[src/soc_lite_pkg.sv]
// soc lite package
// widths, address map, boot rom contents and debug delay
// shared by the decoder, the targets and the testbench model

`default_nettype none

package soc_lite_pkg;

  // ----------------------------------------
  // types
  // ----------------------------------------
  typedef logic [31:0] addr_t;
  typedef logic [31:0] data_t;
  typedef logic [63:0] mtime_t;

  typedef enum logic [1:0] {
    TGT_ROM,
    TGT_CLINT,
    TGT_NONE
  } target_e;

  // ----------------------------------------
  // address map
  // ----------------------------------------
  localparam addr_t RomBase     = 32'h0000_1000;
  localparam addr_t RomLength   = 32'h0000_0040;
  localparam addr_t ClintBase   = 32'h0200_0000;
  localparam addr_t ClintLength = 32'h0001_0000;

  // clint register offsets inside its window
  localparam addr_t ClintMsipOff       = 32'h0000_0000;
  localparam addr_t ClintMtimecmpLoOff = 32'h0000_4000;
  localparam addr_t ClintMtimecmpHiOff = 32'h0000_4004;
  localparam addr_t ClintMtimeLoOff    = 32'h0000_bff8;
  localparam addr_t ClintMtimeHiOff    = 32'h0000_bffc;

  // ----------------------------------------
  // boot rom
  // ----------------------------------------
  localparam int unsigned RomWords = 16;

  // short boot stub followed by a few constant words
  localparam data_t RomTable [RomWords] = '{
    32'h0000_0297, 32'hf140_2573, 32'h0202_8593, 32'h0202_a303,
    32'h0003_0067, 32'h1050_0073, 32'hffdf_f06f, 32'h0000_0013,
    32'h8000_0000, 32'h0000_0001, 32'h0200_0000, 32'h0000_bff8,
    32'h0000_4000, 32'h0000_0040, 32'h0000_ffff, 32'h5a5a_a5a5
  };

  // ----------------------------------------
  // debug request window after reset
  // ----------------------------------------
  localparam int unsigned DebugDelayCycles = 64;
  localparam int unsigned DebugCntWidth    = $clog2(DebugDelayCycles + 1);

  typedef logic [DebugCntWidth-1:0] dbg_cnt_t;

endpackage

`default_nettype wire

[src/mem_bus_if.sv]
// decoded request bus between the address decoder and one target
// single cycle strobe, read data valid one cycle after req

`timescale 1ns/100ps
`default_nettype none

interface mem_bus_if;
  import soc_lite_pkg::*;

  logic  req;
  logic  we;
  // offset inside the target window
  addr_t addr;
  data_t wdata;
  data_t rdata;

  modport master (
    output req, we, addr, wdata,
    input  rdata
  );

  modport slave (
    input  req, we, addr, wdata,
    output rdata
  );

endinterface

`default_nettype wire

[src/boot_rom.sv]
// boot rom
// constant table of boot words, read data registered on req

`timescale 1ns/100ps
`default_nettype none

module boot_rom (
  input  wire logic clk_i,
  mem_bus_if.slave  bus_i
);
  import soc_lite_pkg::*;

  data_t rdata_q;

  // word index from the byte offset
  always_ff @(posedge clk_i) begin
    if (bus_i.req) begin
      rdata_q <= RomTable[bus_i.addr[5:2]];
    end
  end

  assign bus_i.rdata = rdata_q;

  // the decoder turns rom writes into errors before they get here
  a_no_rom_write: assert property (@(posedge clk_i)
    bus_i.req |-> !bus_i.we);

endmodule

`default_nettype wire

[src/clint_regs.sv]
// clint register block
// holds mtimecmp and msip, decodes writes and reads for all clint
// registers and hands mtime writes to the timer as a load

`timescale 1ns/100ps
`default_nettype none

module clint_regs (
  input  wire logic                 clk_i,
  input  wire logic                 rst_ni,
  input  wire soc_lite_pkg::mtime_t mtime_i,
  output soc_lite_pkg::mtime_t      mtimecmp_o,
  output logic                      msip_o,
  output logic                      mtime_we_o,
  output soc_lite_pkg::mtime_t      mtime_wdata_o,
  mem_bus_if.slave                  bus_i
);
  import soc_lite_pkg::*;

  data_t mtimecmp_lo_q;
  data_t mtimecmp_hi_q;
  logic  msip_q;
  logic  wr;
  data_t rdata_d;
  data_t rdata_q;

  assign wr = bus_i.req && bus_i.we;

  // ----------------------------------------
  // register writes
  // ----------------------------------------
  always_ff @(posedge clk_i or negedge rst_ni) begin
    if (!rst_ni) begin
      mtimecmp_lo_q <= '1;
      mtimecmp_hi_q <= '1;
      msip_q        <= 1'b0;
    end else if (wr) begin
      case (bus_i.addr)
        ClintMsipOff:       msip_q        <= bus_i.wdata[0];
        ClintMtimecmpLoOff: mtimecmp_lo_q <= bus_i.wdata;
        ClintMtimecmpHiOff: mtimecmp_hi_q <= bus_i.wdata;
        default: ;
      endcase
    end
  end

  // mtime write, other half kept from the running count
  always_comb begin
    mtime_we_o    = 1'b0;
    mtime_wdata_o = mtime_i;
    if (wr && (bus_i.addr == ClintMtimeLoOff)) begin
      mtime_we_o          = 1'b1;
      mtime_wdata_o[31:0] = bus_i.wdata;
    end else if (wr && (bus_i.addr == ClintMtimeHiOff)) begin
      mtime_we_o           = 1'b1;
      mtime_wdata_o[63:32] = bus_i.wdata;
    end
  end

  // ----------------------------------------
  // register reads
  // ----------------------------------------
  always_comb begin
    case (bus_i.addr)
      ClintMsipOff:       rdata_d = {31'b0, msip_q};
      ClintMtimecmpLoOff: rdata_d = mtimecmp_lo_q;
      ClintMtimecmpHiOff: rdata_d = mtimecmp_hi_q;
      ClintMtimeLoOff:    rdata_d = mtime_i[31:0];
      ClintMtimeHiOff:    rdata_d = mtime_i[63:32];
      default:            rdata_d = '0;
    endcase
  end

  always_ff @(posedge clk_i) begin
    if (bus_i.req) begin
      rdata_q <= rdata_d;
    end
  end

  assign bus_i.rdata = rdata_q;
  assign mtimecmp_o  = {mtimecmp_hi_q, mtimecmp_lo_q};
  assign msip_o      = msip_q;

  a_addr_known: assert property (@(posedge clk_i) disable iff (!rst_ni)
    bus_i.req |-> !$isunknown(bus_i.addr));

endmodule

`default_nettype wire

[src/clint_timer.sv]
// clint timer
// synchronizes the rtc input, counts mtime on its rising edges
// and raises the timer interrupt once mtime reaches mtimecmp

`timescale 1ns/100ps
`default_nettype none

module clint_timer (
  input  wire logic                 clk_i,
  input  wire logic                 rst_ni,
  input  wire logic                 rtc_i,
  input  wire soc_lite_pkg::mtime_t mtimecmp_i,
  input  wire logic                 mtime_we_i,
  input  wire soc_lite_pkg::mtime_t mtime_wdata_i,
  output soc_lite_pkg::mtime_t      mtime_o,
  output logic                      timer_irq_o
);
  import soc_lite_pkg::*;

  logic   rtc_s1_q;
  logic   rtc_s2_q;
  logic   rtc_prev_q;
  logic   tick;
  mtime_t mtime_q;
  logic   irq_q;

  // ----------------------------------------
  // rtc synchronizer and edge detect
  // ----------------------------------------
  always_ff @(posedge clk_i or negedge rst_ni) begin
    if (!rst_ni) begin
      rtc_s1_q   <= 1'b0;
      rtc_s2_q   <= 1'b0;
      rtc_prev_q <= 1'b0;
    end else begin
      rtc_s1_q   <= rtc_i;
      rtc_s2_q   <= rtc_s1_q;
      rtc_prev_q <= rtc_s2_q;
    end
  end

  assign tick = rtc_s2_q && !rtc_prev_q;

  // ----------------------------------------
  // mtime counter and compare
  // ----------------------------------------
  // a bus load wins over a tick in the same cycle
  always_ff @(posedge clk_i or negedge rst_ni) begin
    if (!rst_ni) begin
      mtime_q <= '0;
      irq_q   <= 1'b0;
    end else begin
      if (mtime_we_i) begin
        mtime_q <= mtime_wdata_i;
      end else if (tick) begin
        mtime_q <= mtime_q + mtime_t'(1);
      end
      irq_q <= (mtime_q >= mtimecmp_i);
    end
  end

  assign mtime_o     = mtime_q;
  assign timer_irq_o = irq_q;

endmodule

`default_nettype wire

[src/debug_req_gate.sv]
// debug request gate
// keeps the debug request low for a fixed window after reset so
// boot code runs before debug can halt the core

`timescale 1ns/100ps
`default_nettype none

module debug_req_gate (
  input  wire logic clk_i,
  input  wire logic rst_ni,
  input  wire logic debug_req_i,
  output logic      debug_req_o
);
  import soc_lite_pkg::*;

  dbg_cnt_t cnt_q;
  logic     blocked;

  // down counter, stops at zero
  always_ff @(posedge clk_i or negedge rst_ni) begin
    if (!rst_ni) begin
      cnt_q <= dbg_cnt_t'(DebugDelayCycles);
    end else if (blocked) begin
      cnt_q <= cnt_q - dbg_cnt_t'(1);
    end
  end

  assign blocked     = (cnt_q != '0);
  assign debug_req_o = blocked ? 1'b0 : debug_req_i;

  a_blocked_low: assert property (@(posedge clk_i) disable iff (!rst_ni)
    (cnt_q != '0) |-> !debug_req_o);

endmodule

`default_nettype wire

[src/soc_addr_decode.sv]
// address decoder for the soc lite bus
// routes each request to the rom or the clint and returns
// read data, a valid pulse and an error flag one cycle later

`timescale 1ns/100ps
`default_nettype none

module soc_addr_decode (
  input  wire logic                clk_i,
  input  wire logic                rst_ni,
  input  wire logic                req_i,
  input  wire logic                we_i,
  input  wire soc_lite_pkg::addr_t addr_i,
  input  wire soc_lite_pkg::data_t wdata_i,
  output soc_lite_pkg::data_t      rdata_o,
  output logic                     rvalid_o,
  output logic                     err_o,
  mem_bus_if.master                rom_o,
  mem_bus_if.master                clint_o
);
  import soc_lite_pkg::*;

  target_e tgt;
  target_e sel_q;
  logic    err;
  logic    err_q;
  logic    rvalid_q;

  // ----------------------------------------
  // request side
  // ----------------------------------------
  always_comb begin
    tgt = TGT_NONE;
    if ((addr_i >= RomBase) && (addr_i < RomBase + RomLength)) begin
      tgt = TGT_ROM;
    end else if ((addr_i >= ClintBase) && (addr_i < ClintBase + ClintLength)) begin
      tgt = TGT_CLINT;
    end
  end

  // unmapped address or a write into the rom
  assign err = (tgt == TGT_NONE) || ((tgt == TGT_ROM) && we_i);

  // rom writes never reach the rom
  assign rom_o.req   = req_i && (tgt == TGT_ROM) && !we_i;
  assign rom_o.we    = we_i;
  assign rom_o.addr  = addr_i - RomBase;
  assign rom_o.wdata = wdata_i;

  assign clint_o.req   = req_i && (tgt == TGT_CLINT);
  assign clint_o.we    = we_i;
  assign clint_o.addr  = addr_i - ClintBase;
  assign clint_o.wdata = wdata_i;

  // ----------------------------------------
  // response side
  // ----------------------------------------
  // sel_q names the target whose rdata is returned, none for writes
  always_ff @(posedge clk_i or negedge rst_ni) begin
    if (!rst_ni) begin
      sel_q    <= TGT_NONE;
      err_q    <= 1'b0;
      rvalid_q <= 1'b0;
    end else begin
      sel_q    <= (req_i && !we_i && !err) ? tgt : TGT_NONE;
      err_q    <= req_i && err;
      rvalid_q <= req_i;
    end
  end

  always_comb begin
    case (sel_q)
      TGT_ROM:   rdata_o = rom_o.rdata;
      TGT_CLINT: rdata_o = clint_o.rdata;
      default:   rdata_o = '0;
    endcase
  end

  assign rvalid_o = rvalid_q;
  assign err_o    = err_q;

  a_one_target: assert property (@(posedge clk_i) disable iff (!rst_ni)
    !(rom_o.req && clint_o.req));

  a_rvalid_latency: assert property (@(posedge clk_i) disable iff (!rst_ni)
    req_i |=> rvalid_o);

endmodule

`default_nettype wire

[src/soc_lite_top.sv]
// soc lite control island
// simple request bus decoded onto a boot rom and a clint,
// plus the post-reset debug request gate

`timescale 1ns/100ps
`default_nettype none

module soc_lite_top (
  input  wire logic                clk_i,
  input  wire logic                rst_ni,
  input  wire logic                rtc_i,
  input  wire logic                req_i,
  input  wire logic                we_i,
  input  wire soc_lite_pkg::addr_t addr_i,
  input  wire soc_lite_pkg::data_t wdata_i,
  input  wire logic                debug_req_i,
  output soc_lite_pkg::data_t      rdata_o,
  output logic                     rvalid_o,
  output logic                     err_o,
  output logic                     timer_irq_o,
  output logic                     ipi_o,
  output logic                     debug_req_o
);
  import soc_lite_pkg::*;

  mtime_t mtime;
  mtime_t mtimecmp;
  mtime_t mtime_wdata;
  logic   mtime_we;

  mem_bus_if rom_bus ();
  mem_bus_if clint_bus ();

  // ----------------------------------------
  // bus decode and targets
  // ----------------------------------------
  soc_addr_decode i_soc_addr_decode (
    .clk_i    ( clk_i     ),
    .rst_ni   ( rst_ni    ),
    .req_i    ( req_i     ),
    .we_i     ( we_i      ),
    .addr_i   ( addr_i    ),
    .wdata_i  ( wdata_i   ),
    .rdata_o  ( rdata_o   ),
    .rvalid_o ( rvalid_o  ),
    .err_o    ( err_o     ),
    .rom_o    ( rom_bus   ),
    .clint_o  ( clint_bus )
  );

  boot_rom i_boot_rom (
    .clk_i ( clk_i   ),
    .bus_i ( rom_bus )
  );

  clint_regs i_clint_regs (
    .clk_i         ( clk_i       ),
    .rst_ni        ( rst_ni      ),
    .mtime_i       ( mtime       ),
    .mtimecmp_o    ( mtimecmp    ),
    .msip_o        ( ipi_o       ),
    .mtime_we_o    ( mtime_we    ),
    .mtime_wdata_o ( mtime_wdata ),
    .bus_i         ( clint_bus   )
  );

  clint_timer i_clint_timer (
    .clk_i         ( clk_i       ),
    .rst_ni        ( rst_ni      ),
    .rtc_i         ( rtc_i       ),
    .mtimecmp_i    ( mtimecmp    ),
    .mtime_we_i    ( mtime_we    ),
    .mtime_wdata_i ( mtime_wdata ),
    .mtime_o       ( mtime       ),
    .timer_irq_o   ( timer_irq_o )
  );

  // ----------------------------------------
  // debug
  // ----------------------------------------
  debug_req_gate i_debug_req_gate (
    .clk_i       ( clk_i       ),
    .rst_ni      ( rst_ni      ),
    .debug_req_i ( debug_req_i ),
    .debug_req_o ( debug_req_o )
  );

endmodule

`default_nettype wire

[config.mk]
export PLATFORM = sky130hd
export DESIGN_NAME = soc_lite_top
export DESIGN_NICKNAME = d
export VERILOG_FILES = /design/src/soc_lite_pkg.sv /design/src/mem_bus_if.sv /design/src/boot_rom.sv /design/src/clint_regs.sv /design/src/clint_timer.sv /design/src/debug_req_gate.sv /design/src/soc_addr_decode.sv /design/src/soc_lite_top.sv
export SDC_FILE = /design/constraint.sdc
export NUM_CORES = 1
export LEC_CHECK = 0
export BUFFER_PORTS_ARGS = -buffer_cell sky130_fd_sc_hd__buf_2
export CORE_ASPECT_RATIO = 1.5
export CORE_MARGIN = 3
export CORE_UTILIZATION = 35
export CTS_BUF_LIST = sky130_fd_sc_hd__clkbuf_16
export DETAILED_ROUTE_END_ITERATION = 6
export GPL_TIMING_DRIVEN = 1
export PLACE_DENSITY = 0.61
export RECOVER_POWER = 100
export SLEW_MARGIN = 10
export SYNTH_ARGS = -nofsm -noshare
export SYNTH_HDL_FRONTEND = slang
export SYNTH_SLANG_ARGS = --single-unit
[constraint.sdc]
create_clock -name clk_i -period 2.23 [get_ports clk_i]
set_input_delay 0.223 -clock clk_i [delete_from_list [all_inputs] [get_ports clk_i]]
set_output_delay 0.223 -clock clk_i [all_outputs]
set_load 0.03 [all_outputs]
==> results of run 1 <==
## layer usage
layer	wire, um	part of all wire	global-route usage
met1	16000	0.38	0.247
met5	0	0	0
met3	1820	0.043	0.0184
met4	1970	0.046	0.0924
met2	22700	0.53	0.415
## registers in the layout, indices dropped and copies added (netlist names)
register	cells
i_soc_addr_decode.sel_q	2
i_clint_regs.bus_i.rdata	32
i_clint_timer.mtime_o	64
i_debug_req_gate.cnt_q	7
i_clint_regs.mtimecmp_hi_q	32
i_clint_regs.mtimecmp_lo_q	32
i_clint_timer.timer_irq_o	1
i_clint_timer.rtc_s1_q	1
i_clint_timer.rtc_prev_q	1
i_soc_addr_decode.err_o	1
i_soc_addr_decode.rvalid_o	1
i_clint_timer.rtc_s2_q	1
i_boot_rom.bus_i.rdata	25
i_clint_regs.msip_o	1
## stage by stage
step	instance area, sq um	setup slack, ns	total power (uW)	TNS (ns)
finish	16000	-0.168	8520	-1.19
global route	16000	-0.247	8860	-11.40
CTS	16000	-0.180	8580	-0.180
detailed placement	15000	-0.377	5020	-16.14
global placement	15000	-0.331	5000	-11.91
floorplan	12400	-0.149	4470	-2.45
## kinds of logic after synthesis
family / Yosys count
buffers and inverters: 169
AO/OA/AOI/OAI: 407
multiplexers: 60
AND/OR/NAND/NOR: 409
adder cells (fa/ha/maj): 74
flip-flops: 201
XOR/XNOR: 7
## synthesized netlist by cell type (7+ instances only)
cell type  count  area share
ha_1          74       0.075
a22oi_1       19       0.012
a21oi_1      145       0.059
nor3_1        19      0.0077
nand2b_1      11      0.0056
a2bb2oi_1     14      0.0099
inv_1         83       0.025
nand4_1       30       0.015
o21ai_1        7      0.0028
o21ai_0       73       0.030
and3_1        13      0.0066
o22a_1        13      0.0092
edfxtp_1      57        0.14
dfrtp_1       78        0.16
o31ai_1       10      0.0061
mux2_1        15       0.014
nand3_1       34       0.014
and4_1        15       0.011
clkbuf_1      39       0.012
buf_2         35       0.014
mux2i_1       23       0.019
o22ai_1       25       0.013
mux2_2        21       0.019
nor2_1        94       0.029
a31oi_1       26       0.013
dfstp_2       66        0.14
a222oi_1      14       0.011
nand2_1      155       0.047
## worst reg2reg max path, cell delays in order, from the launching register on
cell and delay (ns):
dfstp_2 0.54, inv_2 0.04, ha_4 0.21, a211oi_2 0.22, o21bai_1 0.11, a221o_1 0.37
or4_4 0.55, nor4_4 0.14, a21oi_1 0.10
## power breakdown
group | total [uW] | switching, uW | internal [uW]
Clock | 3510 | 1540 | 1970
Combinational | 1020 | 558 | 462
Sequential | 3990 | 110 | 3880
Total | 8520 | 2210 | 6310
## worst max-delay path by stage
stage,start,end,slack [ns],cells past startpoint
4_1_cts,i_clint_regs.mtimecmp_hi_q[25],i_clint_timer.timer_irq_o,-0.18,8
3_3_place_gp,i_clint_regs.mtimecmp_hi_q[26],i_clint_timer.timer_irq_o,-0.33,8
6_report,i_clint_regs.mtimecmp_hi_q[25],i_clint_timer.timer_irq_o,-0.17,8
3_5_place_dp,i_clint_regs.mtimecmp_hi_q[24],i_clint_timer.timer_irq_o,-0.38,8
5_1_grt,i_clint_regs.mtimecmp_hi_q[25],i_clint_timer.timer_irq_o,-0.25,8
2_1_floorplan,i_clint_regs.mtimecmp_hi_q[24],i_clint_timer.timer_irq_o,-0.15,8
## final cells by class
type                    instances  share of cell area
flip-flops and latches        201               0.338
clock buffers                  23              0.0361
repair buffers                352               0.161
well taps                     467              0.0366
clock inverters                17             0.00588
multi-input cells             958               0.403
inverters                      84              0.0198
## what timing repair did
action / 4_1_cts / 5_1_grt
pin swaps: 8 / 11
setup buffers: 2 / 2
endpoints found under the hold margin: 68 / 0
setup endpoints to repair: 15 / 32
resized for setup: 12 / 21
hold buffers: 33 / 0
cloned: 0 / 1
==> metrics.md, run 1 <==
| Metric | Value |
|---|---|
| Crit path required time | 2.63 ns |
| CTS tree | built |
| Register-to-register path setup slack | -0.17 ns |
| Post-route ant nets | 0 |
| Hold Path Sink | i_clint_regs.mtimecmp_lo_q[23] |
| Clock buffer depth | 3 |
| H-tree Lvls | 1 |
| Final hold slack | 0.0111 ns |
| Total Wirelength | 42400 um |
| Register area share after synthesis | 0.437 |
| Buf+Inv Stages, Crit Path | 1 |
| Largest net degree at the start of global routing | 49 |
| Xor and xnor area share after synthesis | 0.00496 |
| Hold Startpoint | wdata_i[23] |
| Worst Slack Setup Final | -0.168 ns |
| Worst-margin pin slew | 1.37 ns |
| Post-synthesis mux area share | 0.0532 |
| Ys Warns | 0 |
| First-pass DRT Iterations | 7 |
| Syn_area_per_cell | 9.32 sq um |
| Critical Path AT | 2.80 ns |
| Failing checks | DRC, setup timing |
| R2r worst-path depth | 8 |
| Syn Nets | 1471 |
| Final setup viols | 32 |
| Most frequent cells in the layout | buf_4 (182), nand2_1 (155), a21oi_1 (144) |
| Maximum VDD drop | between 0.4 and 0.5 mV |
| Rel. slew slack | 0.0870 |
| #FFs+latches synth | 201 |
| Ys async rst share | 0.716 |
| Hold path depth | 3 |
| Post-placement cell count | 2024 |
| Worst-skew pair later-pin latency | 0.52 ns |
| Simple-gate share of the synthesized area | 0.165 |
| Slowest stage delay, CP | 0.55 ns |
| GRT Overall Usage | 0.218 |
| Detailed Place HPWL | 31600 um |
| CP max FO | 2 |
| Register area | 0.00540 sq mm |
| Tcrit/Tclk final | 1.08 |
| Slew Limit Fails | 0 |
| PwrDens | about 530 mW/mm^2 |
| Ys flop type | dfrtp_1 |
| Initial drt markers | about 850 |
| Fmax achieved | 417 MHz |
| Synthesized cell area | ~0.012 sq mm |
| Final Hold Viols | 0 |
| Core area | 0.0346 sq mm |
| Setup CP Type | flop to flop |
| Cell type of the slowest stage on the worst timing path | or4_4 |
| Vias | 11561 |
| IO Pins | 107 |
| Final non-filler cell total | 2102 |
| Core Util, Final | 0.461 |
| Layout cells sized above 1 | 0.284 |
| Port Buffers | 106 |
| Initial antenna violation count | 0 |
| Worst Hold Class | input port to flop |
| Global-route wire length before repair | ~66000 um |
| Worst Setup Start Kind | flop |
| Tmin final | 2.40 ns |
| R2R Path End | i_clint_timer.timer_irq_o |
| Drt wl/cell | 20.2 um |
| Combinational family with the most area after synthesis | compound AO/OA/AOI/OAI gates |
| Pleak | 0.00676 uW |
| Max_cap viols | 0 |
| Adder-cell share of the synthesized area | 0.0749 |
| Row count | 83 |
| Commonest non-fill, non-tap cell in the layout | buf_4 |
| Nets | 1763 |
| Worst-path clk slew | ~0.060 ns |
| Root Buffer | clkbuf_16 |
| Area grow syn2layout | 29.0% |
| GRT Residual Overflow | 0 |
| Synth cell types | 76 |
| CP top delay family | compound AO/OA/AOI/OAI gates |
| RSZ-0062 raised after global routing | true |
| Final-layout fill cell count | between 3000 and 4000 |
| # clock sinks | 201 |
| Post-synthesis compound-gate area fraction | 0.207 |
| Vias per cell | 5.50 |
| Chip height | approximately 240 um |
| N_diodes | 0 |
| Die area | 0.0377 sq mm |
| Clk_skew | ~0.011 ns |
| DRC | 1 |
| Cts bufs inserted | 22 |
| Outcome | finished, violations left |
| Vias in the first global route | 11983 |
| FF-to-FF Start | i_clint_regs.mtimecmp_hi_q[25] |
| Multi-input logic area | 0.00642 sq mm |
| GP Congestion | between 0.9 and 1 |
| Critical-path cell list | inv_2 -> ha_4 -> a211oi_2 -> o21bai_1 -> a221o_1 -> or4_4 -> nor4_4 -> a21oi_1 |
| Die width | between 150 and 200 um |
| Cells after Synth | 1327 |
| Critical Path End Type | flop |
| Initial core utilization | 0.358 |
| Post-synth EDFFs | 57 |
Note: power is estimated with default switching activity, not from simulation.
==> run 2, diff against run 1 <==
--- a/config.mk
+++ b/config.mk
@@ -11,10 +11,9 @@
 export CORE_UTILIZATION = 35
 export CTS_BUF_LIST = sky130_fd_sc_hd__clkbuf_16
 export DETAILED_ROUTE_END_ITERATION = 6
-export GPL_TIMING_DRIVEN = 1
+export GPL_TIMING_DRIVEN = 0
 export PLACE_DENSITY = 0.61
 export RECOVER_POWER = 100
-export SLEW_MARGIN = 10
 export SYNTH_ARGS = -nofsm -noshare
 export SYNTH_HDL_FRONTEND = slang
 export SYNTH_SLANG_ARGS = --single-unit
==> run 2 against run 1 <==
- the run ends with capacitance limit, slew limit, setup timing left
- sequential cell count stayed put
- cell count decreased by 4.0%
- sequential share of layout area rose by 1.2 points
- wire length up 12%
- final area down 3.1%
- worst setup slack got worse by 0.17 ns
- clock skew increased by 0.024 ns
- utilization is 1.4 points lower
==> metrics.md, run 2 (synthesized netlist as in run 1, its figures left out) <==
| Metric | Value |
|---|---|
| Vias | 11901 |
| PwrDens | 568 mW/mm^2 |
| Root Buffer | clkbuf_16 |
| Total design power | 8780 uW |
| Layout cells sized above 1 | 0.277 |
| GP Congestion | around 1 |
| Clock buffer depth | 3 |
| Cell type of the slowest stage on the worst timing path | or4_4 |
| Hold Startpoint | wdata_i[6] |
| Worst-skew pair later-pin latency | 0.54 ns |
| Outcome | finished, violations left |
| CP max FO | 3 |
| Die area | ~0.038 sq mm |
| Vias per cell | 5.90 |
| Core area | 0.0346 sq mm |
| Worst Setup Start Kind | flop |
| Initial drt markers | 1115 |
| Fmax achieved | around 400 MHz |
| R2R Path End | i_clint_timer.timer_irq_o |
| R2r worst-path depth | 8 |
| Vias in the first global route | 11620 |
| Worst-margin pin slew | about 1.8 ns |
| RSZ-0062 raised after global routing | true |
| Critical-path cell list | inv_2 -> ha_4 -> a211oi_2 -> o21bai_1 -> a221o_1 -> or4_4 -> nor4_4 -> a21oi_2 |
| FF-to-FF Start | i_clint_regs.mtimecmp_hi_q[25] |
| Core Util, Final | 0.447 |
| Pint | 6390 uW |
| Clock power frac | 0.416 |
| Die width | 159 um |
| Most frequent cells in the layout | nand2_1 (154), a21oi_1 (138), buf_2 (97) |
| GRT Overall Usage | 0.241 |
| Maximum VDD drop | 0.428 mV |
| Commonest non-fill, non-tap cell in the layout | nand2_1 |
| H-tree Lvls | 1 |
| Global-route wire length before repair | ~70000 um |
| Cts bufs inserted | 22 |
| Critical Path AT | about 3.0 ns |
| Slew Limit Fails | 67 |
| P_sw | between 2000 and 2500 uW |
| Chip height | between 200 and 250 um |
| Rel. slew slack | -0.167 |
| Worst Setup SP | i_clint_regs.mtimecmp_hi_q[25] |
| Worst-path clk slew | roughly 0.06 ns |
| Final setup viols | 128 |
| Part of the power in registers | 0.458 |
| Combinational power share | 0.126 |
| N_diodes | 0 |
| Largest net degree at the start of global routing | 79 |
| Initial antenna violation count | 0 |
| GRT Residual Overflow | 0 |
| # clock sinks | 201 |
| IO Pins | 107 |
| Hold path depth | 3 |
| Area grow syn2layout | 25.0% |
| Hold Path Sink | i_clint_regs.mtimecmp_lo_q[6] |
| Tcrit/Tclk final | 1.15 |
| Row count | 83 |
| Initial core utilization | 0.358 |
| Worst Hold Class | input port to flop |
| Post-route ant nets | 0 |
| Pleak | 0.00637 uW |
| DRC | 0 |
| Max_cap viols | 1 |
| Drt wl/cell | 23.7 um |
| Slowest stage delay, CP | 0.62 ns |
| Setup CP Type | flop to flop |
| Crit path required time | 2.64 ns |
| Dpl ws | -0.961 ns |
| Worst Slack Setup Final | -0.337 ns |
| Clk_skew | 0.0344 ns |
| Register-to-register path setup slack | -0.34 ns |
| Sw Ratio | 0.272 |
| Critical Path End Type | flop |
| Nets | 1679 |
| Total Wirelength | roughly 48000 um |
| Final Hold Viols | 0 |
| Port Buffers | 105 |
| Detailed Place HPWL | 34800 um |
| First-pass DRT Iterations | 7 |
| CTS tree | built |
| Tmin final | 2.57 ns |
| Failing checks | capacitance limit, slew limit, setup timing |
| Max reg flops | 64 |
run 2: area by class of cell:
class | count | area (sq um)
flip-flops and latches | 201 | 5410
fillers | 3380 | 19100
well taps | 467 | 584
inverters | 84 | 315
repair buffers | 188 | 1250
clock inverters | 17 | 138
plain buffers | 80 | 508
clock buffers | 23 | 576
multi-input cells | 958 | 6680
run 2: how the worst max path moves through the flow:
| stage | endpoint | slack, ns | depth (start not counted) |
|---|---|---|---|
| after floorplan | i_clint_timer.timer_irq_o | -0.15 | 8 |
| after global placement | i_clint_timer.mtime_o[4] | -1.32 | 1 |
| after detailed placement | i_clint_regs.bus_i.rdata[30] | -0.96 | 8 |
| after CTS | i_clint_timer.timer_irq_o | -0.39 | 8 |
| after global routing | i_clint_timer.timer_irq_o | -0.39 | 8 |
| final | i_clint_timer.timer_irq_o | -0.34 | 8 |
run 2: critical path, delay by kind of cell, from the launching register on:
| kind | cells | cell delay (ns) |
|---|---|---|
| AOI/OAI and AO/OA | 4 | 0.82 |
| adders and majority gates | 1 | 0.21 |
| buffers and inverters | 1 | 0.05 |
| DFF | 1 | 0.56 |
| and+or+nand+nor | 2 | 0.80 |
run 2: stage by stage:
step | instances | hold slack [ns] | cell area, sq um | setup TNS, ns
3_5_place_dp | 1900 | 0.282 | 13600 | -100.43
3_3_place_gp | 1899 | 0.334 | 13500 | -242.54
5_1_grt | 2018 | 0.0295 | 15500 | -40.02
4_1_cts | 1988 | 0.00179 | 15000 | -0.495
6_report | 2018 | 0.0125 | 15500 | -19.69
2_1_floorplan | 1327 | -0.0726 | 12400 | -2.45
run 2: power by group through the flow:
stage	logic (uW)	clock network, uW	registers [uW]
after floorplan	437	0	4040
after global placement	766	0	4090
after detailed placement	784	0	4090
after CTS	1000	3710	4010
after global routing	1190	3870	4030
final	1110	3650	4020
run 2: metal layers:
metal  vias up  part of all wire  track usage  wire [um]
met2       595              0.51        0.433      24200
met3       176             0.069       0.0292       3280
li1       5337                 -            -          -
met5         -                 0            0          0
met4         0             0.069        0.147       3290
met1      5793              0.36        0.271      17000
run 2: what timing repair did:
item | 4_1_cts | 5_1_grt
hold buffers | 33 | 0
pin swaps | 22 | 22
cloned | 0 | 2
setup buffers | 20 | 28
endpoints found under the hold margin | 86 | 0
gates resized for setup | 78 | 82
setup endpoints to repair | 137 | 156
